==> config.mk <==
export PLATFORM = sky130hd
export DESIGN_NAME = music_player
export DESIGN_NICKNAME = d
export VERILOG_FILES = /design/src/verilog/music_pkg.sv /design/src/verilog/button_press_unit.sv /design/src/verilog/note_sequencer.sv /design/src/verilog/note_player.sv /design/src/verilog/sample_mixer.sv /design/src/verilog/music_player.sv
export SDC_FILE = /design/constraint.sdc
export NUM_CORES = 1
export LEC_CHECK = 0
export ABC_AREA = 1
export BUFFER_PORTS_ARGS = -buffer_cell sky130_fd_sc_hd__buf_2
export CORE_UTILIZATION = 41
export CTS_CLUSTER_SIZE = 40
export DETAILED_ROUTE_END_ITERATION = 8
export PLACE_DENSITY_LB_ADDON = 0.1
export SYNTH_ARGS = -nofsm -noshare
export SYNTH_HDL_FRONTEND = slang
export SYNTH_SLANG_ARGS = --single-unit
==> constraint.sdc <==
create_clock -name clk_100 -period 5.1 [get_ports clk_100]
set_input_delay 0.255 -clock clk_100 [delete_from_list [all_inputs] [get_ports clk_100]]
set_output_delay 0.255 -clock clk_100 [all_outputs]
set_load 0.02 [all_outputs]
==> src/verilog/music_pkg.sv <==
package music_pkg;

    // ==========================================================
    // Sizes
    // ==========================================================
    localparam int NUM_VOICES = 4;
    localparam int SAMPLE_W   = 16;
    // Four voices at this peak still fit in SAMPLE_W
    localparam int VOICE_AMP  = 8191;
    localparam int PHASE_W    = 20;
    localparam int NUM_SONGS  = 2;
    localparam int SONG_LEN   = 16;
    // Mixer FIFO depth, also the starting credit count of each voice
    localparam int BUF_DEPTH  = 2;

    localparam int VOICE_W    = $clog2(NUM_VOICES);
    localparam int SONG_W     = $clog2(NUM_SONGS);
    localparam int ENTRY_W    = $clog2(SONG_LEN);
    localparam int STEP_W     = 16;
    localparam int BEATS_W    = 4;
    localparam int SINE_IDX_W = 4;
    localparam int PTR_W      = $clog2(BUF_DEPTH);
    // Wide enough to hold 0..BUF_DEPTH
    localparam int CNT_W      = $clog2(BUF_DEPTH + 1);

    // ==========================================================
    // Types
    // ==========================================================
    typedef enum logic [1:0] {OP_NOTE, OP_WAIT, OP_END} op_t;

    typedef enum logic [1:0] {SEQ_IDLE, SEQ_PLAY, SEQ_WAIT, SEQ_PAUSE} seq_state_t;

    typedef struct packed {
        op_t                opcode;
        logic [VOICE_W-1:0] voice;
        logic [STEP_W-1:0]  step;
        logic [BEATS_W-1:0] beats;
    } song_entry_t;

    typedef struct packed {
        logic               start;
        logic [STEP_W-1:0]  step;
        logic [BEATS_W-1:0] beats;
    } note_cmd_t;

    typedef struct packed {
        logic                       valid;
        logic signed [SAMPLE_W-1:0] sample;
    } voice_sample_t;

    // ==========================================================
    // Song book, steps assume a 48 kHz frame rate
    // ==========================================================
    localparam song_entry_t SONG_BOOK [NUM_SONGS][SONG_LEN] = '{
        // Song 0, C major chords
        '{
            '{OP_NOTE, 2'd0, 16'd5715, 4'd8}, '{OP_NOTE, 2'd1, 16'd7201, 4'd8},
            '{OP_NOTE, 2'd2, 16'd8563, 4'd8}, '{OP_WAIT, 2'd0, 16'd0, 4'd4},
            '{OP_NOTE, 2'd3, 16'd11430, 4'd4}, '{OP_WAIT, 2'd0, 16'd0, 4'd4},
            '{OP_NOTE, 2'd0, 16'd7629, 4'd6}, '{OP_NOTE, 2'd1, 16'd9612, 4'd6},
            '{OP_NOTE, 2'd2, 16'd11430, 4'd6}, '{OP_WAIT, 2'd0, 16'd0, 4'd6},
            '{OP_NOTE, 2'd0, 16'd8563, 4'd4}, '{OP_NOTE, 2'd1, 16'd10789, 4'd4},
            '{OP_NOTE, 2'd2, 16'd6415, 4'd4}, '{OP_WAIT, 2'd0, 16'd0, 4'd4},
            '{OP_WAIT, 2'd0, 16'd0, 4'd2}, '{OP_END, 2'd0, 16'd0, 4'd0}
        },
        // Song 1, A minor arpeggio
        '{
            '{OP_NOTE, 2'd0, 16'd9612, 4'd4}, '{OP_WAIT, 2'd0, 16'd0, 4'd2},
            '{OP_NOTE, 2'd1, 16'd11430, 4'd4}, '{OP_WAIT, 2'd0, 16'd0, 4'd2},
            '{OP_NOTE, 2'd2, 16'd7201, 4'd6}, '{OP_NOTE, 2'd3, 16'd9612, 4'd6},
            '{OP_WAIT, 2'd0, 16'd0, 4'd6}, '{OP_NOTE, 2'd0, 16'd6415, 4'd3},
            '{OP_WAIT, 2'd0, 16'd0, 4'd3}, '{OP_NOTE, 2'd1, 16'd7629, 4'd3},
            '{OP_WAIT, 2'd0, 16'd0, 4'd3}, '{OP_NOTE, 2'd2, 16'd9612, 4'd5},
            '{OP_NOTE, 2'd3, 16'd6415, 4'd5}, '{OP_WAIT, 2'd0, 16'd0, 4'd5},
            '{OP_END, 2'd0, 16'd0, 4'd0}, '{OP_END, 2'd0, 16'd0, 4'd0}
        }
    };

    // Quarter wave sampled at half-step offsets, so mirroring needs no extra point
    localparam logic signed [SAMPLE_W-1:0] SINE_QUARTER [2**SINE_IDX_W] = '{
        16'sd402,  16'sd1202, 16'sd1990, 16'sd2759,
        16'sd3502, 16'sd4211, 16'sd4879, 16'sd5501,
        16'sd6069, 16'sd6579, 16'sd7026, 16'sd7405,
        16'sd7712, 16'sd7945, 16'sd8102, 16'sd8181
    };

endpackage

==> src/verilog/button_press_unit.sv <==
`timescale 1ns/1ps

module button_press_unit #(
    parameter int WIDTH = 20
) (
    input  logic clk_100,
    input  logic arst_n,
    input  logic button,
    output logic press
);

    // Two-flop synchronizer
    logic [1:0]       sync;
    // Debounced level and its hold counter
    logic             stable;
    logic [WIDTH-1:0] count;

    always_ff @(posedge clk_100 or negedge arst_n) begin
        if (!arst_n) begin
            sync   <= '0;
            stable <= 1'b0;
            count  <= '0;
            press  <= 1'b0;
        end else begin
            sync  <= {sync[0], button};
            press <= 1'b0;
            if (sync[1] == stable) begin
                // Input agrees with the debounced level, restart hold time
                count <= '0;
            end else if (&count) begin
                // Held long enough, accept new level
                stable <= sync[1];
                count  <= '0;
                // Pulse only on the press edge
                press  <= sync[1];
            end else begin
                count <= count + 1'b1;
            end
        end
    end

endmodule

==> src/verilog/note_sequencer.sv <==
`timescale 1ns/1ps

module note_sequencer
    import music_pkg::*;
#(
    parameter int BEAT_COUNT = 1000
) (
    input  logic              clk_100,
    input  logic              arst_n,
    input  logic              play_press,
    input  logic              next_press,
    output note_cmd_t         note_cmd [NUM_VOICES],
    output logic              beat_tick,
    output logic              run,
    output logic              playing,
    output logic [SONG_W-1:0] song_index
);

    localparam int BEAT_W = $clog2(BEAT_COUNT + 1);

    seq_state_t             state;
    // State to go back to when leaving pause
    seq_state_t             resume_state;
    logic [ENTRY_W-1:0]     entry_idx;
    logic [BEATS_W-1:0]     wait_cnt;
    logic [BEAT_W-1:0]      beat_cnt;
    song_entry_t            entry;
    // Start flags per voice, payload shared by all voices
    logic [NUM_VOICES-1:0]  cmd_start;
    logic [STEP_W-1:0]      cmd_step;
    logic [BEATS_W-1:0]     cmd_beats;

    assign entry     = SONG_BOOK[song_index][entry_idx];
    assign run       = (state == SEQ_PLAY) || (state == SEQ_WAIT);
    assign playing   = run;
    assign beat_tick = run && (beat_cnt == BEAT_W'(BEAT_COUNT - 1));

    for (genvar v = 0; v < NUM_VOICES; v++) begin : g_cmd
        assign note_cmd[v] = '{start: cmd_start[v], step: cmd_step, beats: cmd_beats};
    end

    // ==========================================================
    // Beat timer, frozen while paused
    // ==========================================================
    always_ff @(posedge clk_100 or negedge arst_n) begin
        if (!arst_n) begin
            beat_cnt <= '0;
        end else if (state == SEQ_IDLE) begin
            beat_cnt <= '0;
        end else if (run) begin
            beat_cnt <= beat_tick ? '0 : beat_cnt + 1'b1;
        end
    end

    // ==========================================================
    // Song walker
    // ==========================================================
    always_ff @(posedge clk_100 or negedge arst_n) begin
        if (!arst_n) begin
            state        <= SEQ_IDLE;
            resume_state <= SEQ_PLAY;
            entry_idx    <= '0;
            wait_cnt     <= '0;
            song_index   <= '0;
            cmd_start    <= '0;
        end else begin
            cmd_start <= '0;
            if (next_press) begin
                // Next song from the top, play or pause kept
                song_index <= (song_index == SONG_W'(NUM_SONGS - 1)) ? '0 : song_index + 1'b1;
                entry_idx  <= '0;
                if (state == SEQ_WAIT) state <= SEQ_PLAY;
                if (state == SEQ_PAUSE) resume_state <= SEQ_PLAY;
            end else if (play_press) begin
                case (state)
                    SEQ_IDLE: begin
                        state     <= SEQ_PLAY;
                        entry_idx <= '0;
                    end
                    SEQ_PAUSE: state <= resume_state;
                    default: begin
                        resume_state <= state;
                        state        <= SEQ_PAUSE;
                    end
                endcase
            end else if (state == SEQ_PLAY) begin
                case (entry.opcode)
                    OP_NOTE: begin
                        cmd_start[entry.voice] <= 1'b1;
                        entry_idx              <= entry_idx + 1'b1;
                    end
                    OP_WAIT: begin
                        wait_cnt <= entry.beats;
                        state    <= SEQ_WAIT;
                    end
                    default: begin
                        // End of song, rewind for the next play
                        state     <= SEQ_IDLE;
                        entry_idx <= '0;
                    end
                endcase
            end else if (state == SEQ_WAIT && beat_tick) begin
                // Zero-beat waits leave on the first tick
                if (wait_cnt <= BEATS_W'(1)) begin
                    state     <= SEQ_PLAY;
                    entry_idx <= entry_idx + 1'b1;
                end else begin
                    wait_cnt <= wait_cnt - 1'b1;
                end
            end
        end
    end

    // Note payload, only meaningful with a start flag
    always_ff @(posedge clk_100) begin
        cmd_step  <= entry.step;
        cmd_beats <= entry.beats;
    end

endmodule

==> src/verilog/note_player.sv <==
`timescale 1ns/1ps

module note_player
    import music_pkg::*;
(
    input  logic          clk_100,
    input  logic          arst_n,
    input  note_cmd_t     cmd,
    input  logic          beat_tick,
    input  logic          run,
    input  logic          credit_return,
    output voice_sample_t voice_out
);

    logic [PHASE_W-1:0]         phase;
    logic [STEP_W-1:0]          step;
    logic [BEATS_W-1:0]         remaining;
    logic [CNT_W-1:0]           credits;
    logic                       sounding;
    logic                       emit;
    logic [1:0]                 quadrant;
    logic [SINE_IDX_W-1:0]      tbl_idx;
    logic signed [SAMPLE_W-1:0] mag;
    logic signed [SAMPLE_W-1:0] sine;

    assign sounding = (remaining != '0);
    // One sample per held credit
    assign emit     = (credits != '0);

    // ==========================================================
    // Quarter-wave lookup
    // ==========================================================
    always_comb begin
        quadrant = phase[PHASE_W-1 -: 2];
        tbl_idx  = phase[PHASE_W-3 -: SINE_IDX_W];
        // Odd quadrants run the table backwards
        if (quadrant[0]) tbl_idx = ~tbl_idx;
        mag  = SINE_QUARTER[tbl_idx];
        // Lower half of the wave
        sine = quadrant[1] ? -mag : mag;
    end

    // ==========================================================
    // Duration, credits and sample output
    // ==========================================================
    always_ff @(posedge clk_100 or negedge arst_n) begin
        if (!arst_n) begin
            remaining <= '0;
            credits   <= CNT_W'(BUF_DEPTH);
            voice_out <= '0;
        end else begin
            if (cmd.start) begin
                remaining <= cmd.beats;
            end else if (beat_tick && run && sounding) begin
                remaining <= remaining - 1'b1;
            end
            case ({emit, credit_return})
                2'b10:   credits <= credits - 1'b1;
                2'b01:   credits <= credits + 1'b1;
                default: credits <= credits;
            endcase
            voice_out.valid  <= emit;
            voice_out.sample <= (emit && run && sounding) ? sine : '0;
        end
    end

    // Phase only moves for samples that carry the tone
    always_ff @(posedge clk_100) begin
        if (cmd.start) begin
            phase <= '0;
            step  <= cmd.step;
        end else if (emit && run && sounding) begin
            phase <= phase + PHASE_W'(step);
        end
    end

endmodule

==> src/verilog/sample_mixer.sv <==
`timescale 1ns/1ps

module sample_mixer
    import music_pkg::*;
(
    input  logic                       clk_100,
    input  logic                       arst_n,
    input  voice_sample_t              voice_in [NUM_VOICES],
    input  logic                       new_frame,
    output logic [NUM_VOICES-1:0]      credit_return,
    output logic signed [SAMPLE_W-1:0] sample_out,
    output logic                       new_sample
);

    // Per-voice FIFO storage and pointers
    logic signed [SAMPLE_W-1:0] fifo_mem [NUM_VOICES][BUF_DEPTH];
    logic [PTR_W-1:0]           wr_ptr [NUM_VOICES];
    logic [PTR_W-1:0]           rd_ptr [NUM_VOICES];
    logic [CNT_W-1:0]           fill [NUM_VOICES];
    logic [NUM_VOICES-1:0]      not_empty;
    logic                       pop;
    // Adder stage
    logic signed [SAMPLE_W-1:0] head_sum;
    logic signed [SAMPLE_W-1:0] sum_q;
    logic                       sum_valid;

    // Frame is skipped unless every voice has a sample waiting
    assign pop = new_frame && (&not_empty);

    always_comb begin
        head_sum = '0;
        for (int v = 0; v < NUM_VOICES; v++) begin
            not_empty[v] = (fill[v] != '0);
            // Fits SAMPLE_W, peak is NUM_VOICES * VOICE_AMP
            head_sum     = head_sum + fifo_mem[v][rd_ptr[v]];
        end
    end

    // ==========================================================
    // FIFO control, samples delivered lag the voices by two frames
    // ==========================================================
    always_ff @(posedge clk_100 or negedge arst_n) begin
        if (!arst_n) begin
            for (int v = 0; v < NUM_VOICES; v++) begin
                wr_ptr[v] <= '0;
                rd_ptr[v] <= '0;
                fill[v]   <= '0;
            end
            credit_return <= '0;
            sum_valid     <= 1'b0;
            new_sample    <= 1'b0;
            sample_out    <= '0;
        end else begin
            for (int v = 0; v < NUM_VOICES; v++) begin
                if (voice_in[v].valid) begin
                    wr_ptr[v] <= (wr_ptr[v] == PTR_W'(BUF_DEPTH - 1)) ? '0 : wr_ptr[v] + 1'b1;
                end
                if (pop) begin
                    rd_ptr[v] <= (rd_ptr[v] == PTR_W'(BUF_DEPTH - 1)) ? '0 : rd_ptr[v] + 1'b1;
                end
                fill[v] <= fill[v] + CNT_W'(voice_in[v].valid) - CNT_W'(pop);
            end
            // Each pop hands one credit back to every voice
            credit_return <= {NUM_VOICES{pop}};
            sum_valid     <= pop;
            new_sample    <= sum_valid;
            if (sum_valid) sample_out <= sum_q;
        end
    end

    always_ff @(posedge clk_100) begin
        for (int v = 0; v < NUM_VOICES; v++) begin
            if (voice_in[v].valid) fifo_mem[v][wr_ptr[v]] <= voice_in[v].sample;
        end
        if (pop) sum_q <= head_sum;
    end

endmodule

==> src/verilog/music_player.sv <==
`timescale 1ns/1ps

module music_player
    import music_pkg::*;
#(
    parameter int BPU_WIDTH  = 20,
    parameter int BEAT_COUNT = 1000
) (
    input  logic                       clk_100,
    input  logic                       arst_n,
    input  logic                       play_button,
    input  logic                       next_button,
    input  logic                       new_frame,
    output logic signed [SAMPLE_W-1:0] sample_out,
    output logic                       new_sample,
    output logic                       playing,
    output logic [SONG_W-1:0]          song_index
);

    logic                  play_press;
    logic                  next_press;
    note_cmd_t             note_cmd [NUM_VOICES];
    logic                  beat_tick;
    logic                  run;
    voice_sample_t         voice_out [NUM_VOICES];
    logic [NUM_VOICES-1:0] credit_return;

    // ==========================================================
    // Buttons
    // ==========================================================
    button_press_unit #(.WIDTH(BPU_WIDTH)) i_play_bpu (
        .clk_100 (clk_100),
        .arst_n  (arst_n),
        .button  (play_button),
        .press   (play_press)
    );

    button_press_unit #(.WIDTH(BPU_WIDTH)) i_next_bpu (
        .clk_100 (clk_100),
        .arst_n  (arst_n),
        .button  (next_button),
        .press   (next_press)
    );

    // ==========================================================
    // Sequencer, voices and mixer
    // ==========================================================
    note_sequencer #(.BEAT_COUNT(BEAT_COUNT)) i_note_sequencer (
        .clk_100    (clk_100),
        .arst_n     (arst_n),
        .play_press (play_press),
        .next_press (next_press),
        .note_cmd   (note_cmd),
        .beat_tick  (beat_tick),
        .run        (run),
        .playing    (playing),
        .song_index (song_index)
    );

    for (genvar v = 0; v < NUM_VOICES; v++) begin : g_voice
        note_player i_note_player (
            .clk_100       (clk_100),
            .arst_n        (arst_n),
            .cmd           (note_cmd[v]),
            .beat_tick     (beat_tick),
            .run           (run),
            .credit_return (credit_return[v]),
            .voice_out     (voice_out[v])
        );
    end

    sample_mixer i_sample_mixer (
        .clk_100       (clk_100),
        .arst_n        (arst_n),
        .voice_in      (voice_out),
        .new_frame     (new_frame),
        .credit_return (credit_return),
        .sample_out    (sample_out),
        .new_sample    (new_sample)
    );

endmodule

== Yosys cells after proc, flatten, opt, wreduce, memory -nomap -nowiden ==
Memories as Yosys holds them, arrays and structs flattened.
Cells that the tools add are included.
Widths: inputs -> output; s select.
Word-level totals
  bits in registers: 382
  bits in latches: 0
  memory bits (writable): 128
  bits in read-only memories: 1024
  input bits: 5
  output and inout bits: 19
  word-level logic and storage cells: 348
  memories: 5
Operators by class
  add/subtract/negate cells: 45
  $mul: 0
  div/mod/pow operators: 0
  $lt $le $gt $ge: 21
  eq/ne operators: 23
  shifts and indexed selects: 0
  multiplexer cells: 115
  bitwise operators: 22
  reductions and logical operators: 59
Memories
  (no name shown): words 16, bits a word 16, rd ports 1, clocked after memory_dff 0, write ports 0, RTL line note_player.sv:38  | mag = SINE_QUARTER[tbl_idx];
  (no name shown): words 16, bits a word 16, rd ports 1, clocked after memory_dff 0, write ports 0, RTL line note_player.sv:38
  (no name shown): words 16, bits a word 16, rd ports 1, clocked after memory_dff 0, write ports 0, RTL line note_player.sv:38
  (no name shown): words 16, bits a word 16, rd ports 1, clocked after memory_dff 0, write ports 0, RTL line note_player.sv:38
  i_sample_mixer.fifo_mem: words 4, bits a word 32, rd ports 4, clocked after memory_dff 0, write ports 4, RTL line sample_mixer.sv:16  | logic signed [SAMPLE_W-1:0] fifo_mem [NUM_VOICES][BUF_DEPTH];
Operator list (count)
  $mux 384: 2
  $mux 16: 32
  $mux 378: 1
  $mux 32: 4
  $mux 4: 26
  $bmux 24 s4: 1
  $add 20x16->20: 4
  $mux 20: 4
  $demux 16 s1: 4
  $neg 16->16: 4
  $add 16x16->16: 3
  $mux 24: 2
  $reduce_and 21->1: 2
  $add 20x1->20 const B: 2
  $reduce_and 20->1: 2
  $reduce_bool 2->1: 19
  $mux 10: 3
  $ge 5x5->1 const B: 5
  $not 4->5: 5
  $pmux 2 s2: 6
  $reduce_bool 4->1: 6
  $logic_and 1x1->1: 21
  $mux 2: 10
  $sub 4x1->4 const B: 5
  other kinds (32): 112

== Longest topological paths before layout ==
  depth in word-level cells: 15
  gate-level depth with buffers: 18
  gate-level depth less buffers: 17

== By module ==
From an unflattened synthesis, not the netlist that was laid out.
Second synthesis, totals
  cell total of the unflattened synthesis: 3415
  area, all modules: 29538.3 um^2
Modules (own cells, without submodules)
  sample_mixer: instances 1, cells each 569, area an instance 8059.0 um^2, seq. area each 5175.0 um^2
  note_player at g_voice[1].i_note_player ...: instances 2, cells each 540, area an instance 3950.0 um^2, seq. area each 1457.6 um^2
  note_player at g_voice[3].i_note_player: instances 1, cells each 523, area an instance 3992.6 um^2, seq. area each 1457.6 um^2
  note_player at g_voice[0].i_note_player: instances 1, cells each 517, area an instance 3870.0 um^2, seq. area each 1457.6 um^2
  note_sequencer: instances 1, cells each 430, area an instance 3244.4 um^2, seq. area each 1037.2 um^2
  button_press_unit: instances 2, cells each 148, area an instance 1236.2 um^2, seq. area each 600.6 um^2

== Least setup slack after synthesis ==
OpenSTA, ideal clock, no wires.
  path kind: register to register
  start point: reg i_sample_mixer.rd_ptr[1] (netlist name)
  end point: reg i_sample_mixer.sum_q[13], data pin
  setup time: 0.262 ns
  arrival: 3.536 ns
  data required time: 4.838 ns
  path slack: 1.302 ns
  stages on the path, launching flop included: 14
  buffers on the path: 2
  clock period less this slack: 3.798 ns
  path through: dfrtp_1 -> buf_2 -> buf_1 -> mux2i_1 -> fa_1 -> fa_1 -> inv_1 -> ha_1 -> nand2_1 -> o21ai_0 -> a21oi_1 -> o21ai_0 -> a21oi_1 -> xor2_1
Between the ends
  longest elaborated chain between the ends: 6
RTL lines
  from (decl): RTL line sample_mixer.sv:18  | logic [PTR_W-1:0] rd_ptr [NUM_VOICES];
  from (signal, indexed assignment): RTL line sample_mixer.sv:59  | rd_ptr[v] <= (rd_ptr[v] == PTR_W'(BUF_DEPTH - 1)) ? '0 : rd_ptr[v] + 1'b1;
  $not 1->2 (not written as such): RTL line sample_mixer.sv:35  | head_sum = head_sum + fifo_mem[v][rd_ptr[v]];
  $mux 16 (not written as such) (3 in a row): RTL line sample_mixer.sv:35
  $add 16x16->16 (2 in a row): RTL line sample_mixer.sv:35
  net i_sample_mixer.head_sum[13]: RTL line sample_mixer.sv:23  | logic signed [SAMPLE_W-1:0] head_sum;
  to (signal assigned): RTL line sample_mixer.sv:75  | if (pop) sum_q <= head_sum;
  to (decl): RTL line sample_mixer.sv:24  | logic signed [SAMPLE_W-1:0] sum_q;
The timed path passes the listed nets, and every way through them passes these cells. The select of a mux whose other input is x is not followed.
A chain may end at the register's enable or synchronous reset.

== Worst setup path after layout ==
Ends and elaborated chain as after synthesis.

==> impl_metrics.env <==
export IMPL_vdd_drop_max_mv=0.4920
export IMPL_fp_dieArea_um2=65300
export IMPL_critPathCaptureType="flip-flop"
export IMPL_min_delay_worst_endpoint="i_sample_mixer.credit_return[0]"
export IMPL_hold_slack_ps=226.7
export IMPL_finalSetupViolations=0
export IMPL_post_synth_num_cell_types=61
export IMPL_synthesis_instances=2919
export IMPL_pins_over_their_slew_limit=0
export IMPL_regToRegEndpoint="i_sample_mixer.sum_q[13]"
export IMPL_grt_first_pass_wirelength_um=97650
export IMPL_finalSetupTns_ps=0
export IMPL_die_h_um=255.5
export IMPL_period_share=0.7701
export IMPL_diodes=0
export IMPL_worst_ep_required_time_ps=5460
export IMPL_critical_path_max_stage_delay_ps=640
export IMPL_yosysMostFrequentCell="sky130_fd_sc_hd__nand2_1"
export IMPL_critPathLaunchType="flip-flop"
export IMPL_routabilityCongestion=0.8622
export IMPL_finalCoreUtilization=0.4618
export IMPL_status="finished, final reports clean"
export IMPL_htree_num_levels=2
export IMPL_groute_usage_overall=0.1846
export IMPL_numClockSinks=499
export IMPL_clock_insertion_delay_worst_skew_ps=610
export IMPL_route_detailed_vias_per_inst=5.013
export IMPL_synthesis_area_per_instance_um2=9.029
export IMPL_design_final_nets=3120
export IMPL_multi_input_area_um2=11810
export IMPL_tightest_slew_ps=1160
export IMPL_row_count=92
export IMPL_rr_startpoint="i_sample_mixer.rd_ptr[1]"
export IMPL_post_route_min_period_ps=3928
export IMPL_p_per_area_nw_per_um2=533.4
export IMPL_sequential_fraction_of_the_synthesis_area=0.4934
export IMPL_fp_dieW_um=255.5
export IMPL_first_global_vias=18730
export IMPL_place_hpwl_um=44200
export IMPL_top_level_ports=24
export IMPL_leakage_uw=0.01325
export IMPL_finalClockSkew_ps=28.80
export IMPL_layout_drive_gt1_share=0.07746
export IMPL_port_buffers=23
export IMPL_cts_root_buffer_cell="sky130_fd_sc_hd__clkbuf_16"
export IMPL_path_clk_slew_ps=60
export IMPL_cts_buffer_depth=3
export IMPL_synth_async_reset_ratio=0.4028
export IMPL_totalWireLength_um=60040
export IMPL_mappedNetlistArea_um2=26360
export IMPL_post_placement_worst_setup_slack_ps=1159
export IMPL_r2r_setup_slack_ps=1170
export IMPL_core_um2=63310
export IMPL_synth_top_cells_by_count="536 x sky130_fd_sc_hd__nand2_1, 327 x sky130_fd_sc_hd__nor2_1, 307 x sky130_fd_sc_hd__inv_1, 224 x sky130_fd_sc_hd__nand3_1, 200 x sky130_fd_sc_hd__edfxtp_1"
export IMPL_grt_overflow=0
export IMPL_cts_inserted_buffers=55
export IMPL_max_freq_mhz=254.6
export IMPL_slew_limit_headroom=0.2268
export IMPL_number_of_routed_nets_with_antenna_violations=0
export IMPL_hold_path_startpoint="new_frame"
export IMPL_synth_seq_cells=499
export IMPL_path_common_cell="sky130_fd_sc_hd__fa_1"
export IMPL_detailedRoute_firstIterationViolations=1009
export IMPL_routed_via_count=19260
export IMPL_timing_critical_path_buf_inv=2
export IMPL_max_cap_violations=0
export IMPL_slowest_stage="sky130_fd_sc_hd__dfrtp_1"
export IMPL_total_power_uw=15590
export IMPL_rsz_0062_raised_after_global_routing="no"
export IMPL_initial_standard_cell_utilization_of_the_core=0.4163
export IMPL_crit_family="adder cells"
export IMPL_synth_top_cells_by_area="sky130_fd_sc_hd__edfxtp_1 23%, sky130_fd_sc_hd__dfrtp_1 19%, sky130_fd_sc_hd__nand2_1 7.6%"
export IMPL_antenna_violations_before_repair=1
export IMPL_synth_edf_count=200
export IMPL_ws_path_type="flip-flop to flip-flop"
export IMPL_post_route_drc_count=0
export IMPL_report_final_hold_viol_count=0
export IMPL_syn_to_final_growth_pct=10.93
export IMPL_min_delay_path_depth=4
export IMPL_detailedRoute_firstPassIterationCount=5
export IMPL_routedWlPerCell_um=15.63
export IMPL_postSynthNetCount=3091
export IMPL_synth_flop_cell="sky130_fd_sc_hd__edfxtp_1"
export IMPL_clock_tree_from_tritoncts="yes"
export IMPL_post_route_worst_setup_slack_ps=1172
export IMPL_n_fill_cell=6033
export IMPL_synthDominantCellAreaShare=0.2279
export IMPL_synth_area_leader_cell="sky130_fd_sc_hd__edfxtp_1"
export IMPL_timing_hold_worst_class="input pin to flip-flop"
export IMPL_cts_resized=0
export IMPL_critical_path_peak_fanout=10
export IMPL_cp_arrival_ps=4280
export IMPL_crit_chain="mux2i_1 -> fa_1 -> fa_1 -> inv_1 -> ha_1 -> inv_1 -> fa_1 -> o21ai_0 -> a21oi_1 -> o21ai_0 -> a21oi_1 -> xor2_1"
export IMPL_seq_area_um2=13000
export IMPL_synth_yosys_warnings=0
export IMPL_grt_start_max_net_pins=112
export IMPL_r2r_worst_path_cells=12
## routing by layer
metal,share of wire,vias up,GRT usage,routed length [µm]
met5,0,-,0,0
met1,0.45,9070,0.2362,27240
li1,-,9798,-,-
met2,0.49,287,0.3200,29240
met3,0.028,101,0.02268,1666
met4,0.032,0,0.06637,1899
## worst max path at each step
stage                                  start                       end  slack (ps)  cells past startpoint
floorplan           i_sample_mixer.rd_ptr[1]  i_sample_mixer.sum_q[13]        1300                     13
detailed placement  i_sample_mixer.rd_ptr[1]  i_sample_mixer.sum_q[13]        1160                     12
global route        i_sample_mixer.rd_ptr[1]  i_sample_mixer.sum_q[13]         930                     12
global placement    i_sample_mixer.rd_ptr[1]  i_sample_mixer.sum_q[13]        1210                     12
CTS                 i_sample_mixer.rd_ptr[1]  i_sample_mixer.sum_q[13]        1180                     12
finish              i_sample_mixer.rd_ptr[1]  i_sample_mixer.sum_q[13]        1170                     12
## registers in the layout, indices dropped and copies added, names as in the netlist, 8 cells and up
| register | count |
|---|---|
| i_play_bpu.count | 20 |
| i_sample_mixer.sum_q | 16 |
| g_voice.i_note_player.phase | 80 |
| g_voice.i_note_player.voice_out | 68 |
| i_next_bpu.count | 20 |
| i_sample_mixer.fifo_mem | 128 |
| g_voice.i_note_player.remaining | 16 |
| i_sample_mixer.fill | 8 |
| i_note_sequencer.cmd_step | 14 |
| g_voice.i_note_player.credits | 8 |
| i_note_sequencer.beat_cnt | 10 |
| i_sample_mixer.sample_out | 16 |
| g_voice.i_note_player.step | 56 |
## cells in the final DEF (no fill, tap or decap), types with 10 or more instances in the layout
cell                          n
sky130_fd_sc_hd__a21o_1      16
sky130_fd_sc_hd__a21oi_1    178
sky130_fd_sc_hd__a31oi_1     14
sky130_fd_sc_hd__buf_2       22
sky130_fd_sc_hd__buf_4       21
sky130_fd_sc_hd__clkbuf_1    13
sky130_fd_sc_hd__clkbuf_16   56
sky130_fd_sc_hd__clkinv_1    15
sky130_fd_sc_hd__dfrtp_1    196
sky130_fd_sc_hd__dfxtp_1     98
sky130_fd_sc_hd__edfxtp_1   200
sky130_fd_sc_hd__fa_1        34
sky130_fd_sc_hd__ha_1       133
sky130_fd_sc_hd__inv_1      307
sky130_fd_sc_hd__mux2_2      18
sky130_fd_sc_hd__mux2i_1     57
sky130_fd_sc_hd__nand2_1    536
sky130_fd_sc_hd__nand2_2     25
sky130_fd_sc_hd__nand3_1    224
sky130_fd_sc_hd__nand3b_1    10
sky130_fd_sc_hd__nand4_1     18
sky130_fd_sc_hd__nor2_1     325
sky130_fd_sc_hd__nor2_2      10
sky130_fd_sc_hd__nor3_1      60
sky130_fd_sc_hd__o211ai_1    11
sky130_fd_sc_hd__o21ai_0    150
sky130_fd_sc_hd__o21ai_1     10
sky130_fd_sc_hd__or2_2       15
sky130_fd_sc_hd__xnor2_1     37
sky130_fd_sc_hd__xor2_1      64
## logic make-up after synthesis
group	after synthesis	synth area share
adder cells (fa/ha/maj)	167	0.08896
AND/OR/NAND/NOR	1258	0.2072
XOR/XNOR	102	0.03390
multiplexers	75	0.02934
buffers and inverters	397	0.05977
flip-flops	499	0.4934
AO/OA/AOI/OAI	421	0.08749
## worst register-to-register path, stage by stage (launching register included)
cell	delay, ps
sky130_fd_sc_hd__dfrtp_1	640
sky130_fd_sc_hd__mux2i_1	300
sky130_fd_sc_hd__fa_1	470
sky130_fd_sc_hd__fa_1	480
sky130_fd_sc_hd__inv_1	60
sky130_fd_sc_hd__ha_1	130
sky130_fd_sc_hd__inv_1	60
sky130_fd_sc_hd__fa_1	400
sky130_fd_sc_hd__o21ai_0	300
sky130_fd_sc_hd__a21oi_1	210
sky130_fd_sc_hd__o21ai_0	350
sky130_fd_sc_hd__a21oi_1	140
sky130_fd_sc_hd__xor2_1	170
## repair_timing
item / in CTS / in global routing
hold endpoints to repair: 107 / 0
endpoints found under the setup margin: 0 / 0
hold buffers: 3 / 0
setup buffers: 0 / 0
## per-stage QoR
stage                     area [µm²]  instances
after CTS                      29240       3841
final                          29240       3841
after detailed placement       27370       3734
after global routing           29240       3841
after global placement         27370       3734
after floorplan                26360       2919
## report_power, final
group	switching (µW)	internal, µW
logic	3510	2390
registers	359	5330
clock network	1610	2390
## final cells by class
class                      instances  area share
sequential                       499      0.4448
multi-input combinational       2023      0.4038
clock buffer                      74     0.05195
inverter                         322     0.04168
tap                              846     0.03620
clock inverter                    30     0.01091
timing repair buffer              47     0.01070
Power figures use the tool's default switching activity.
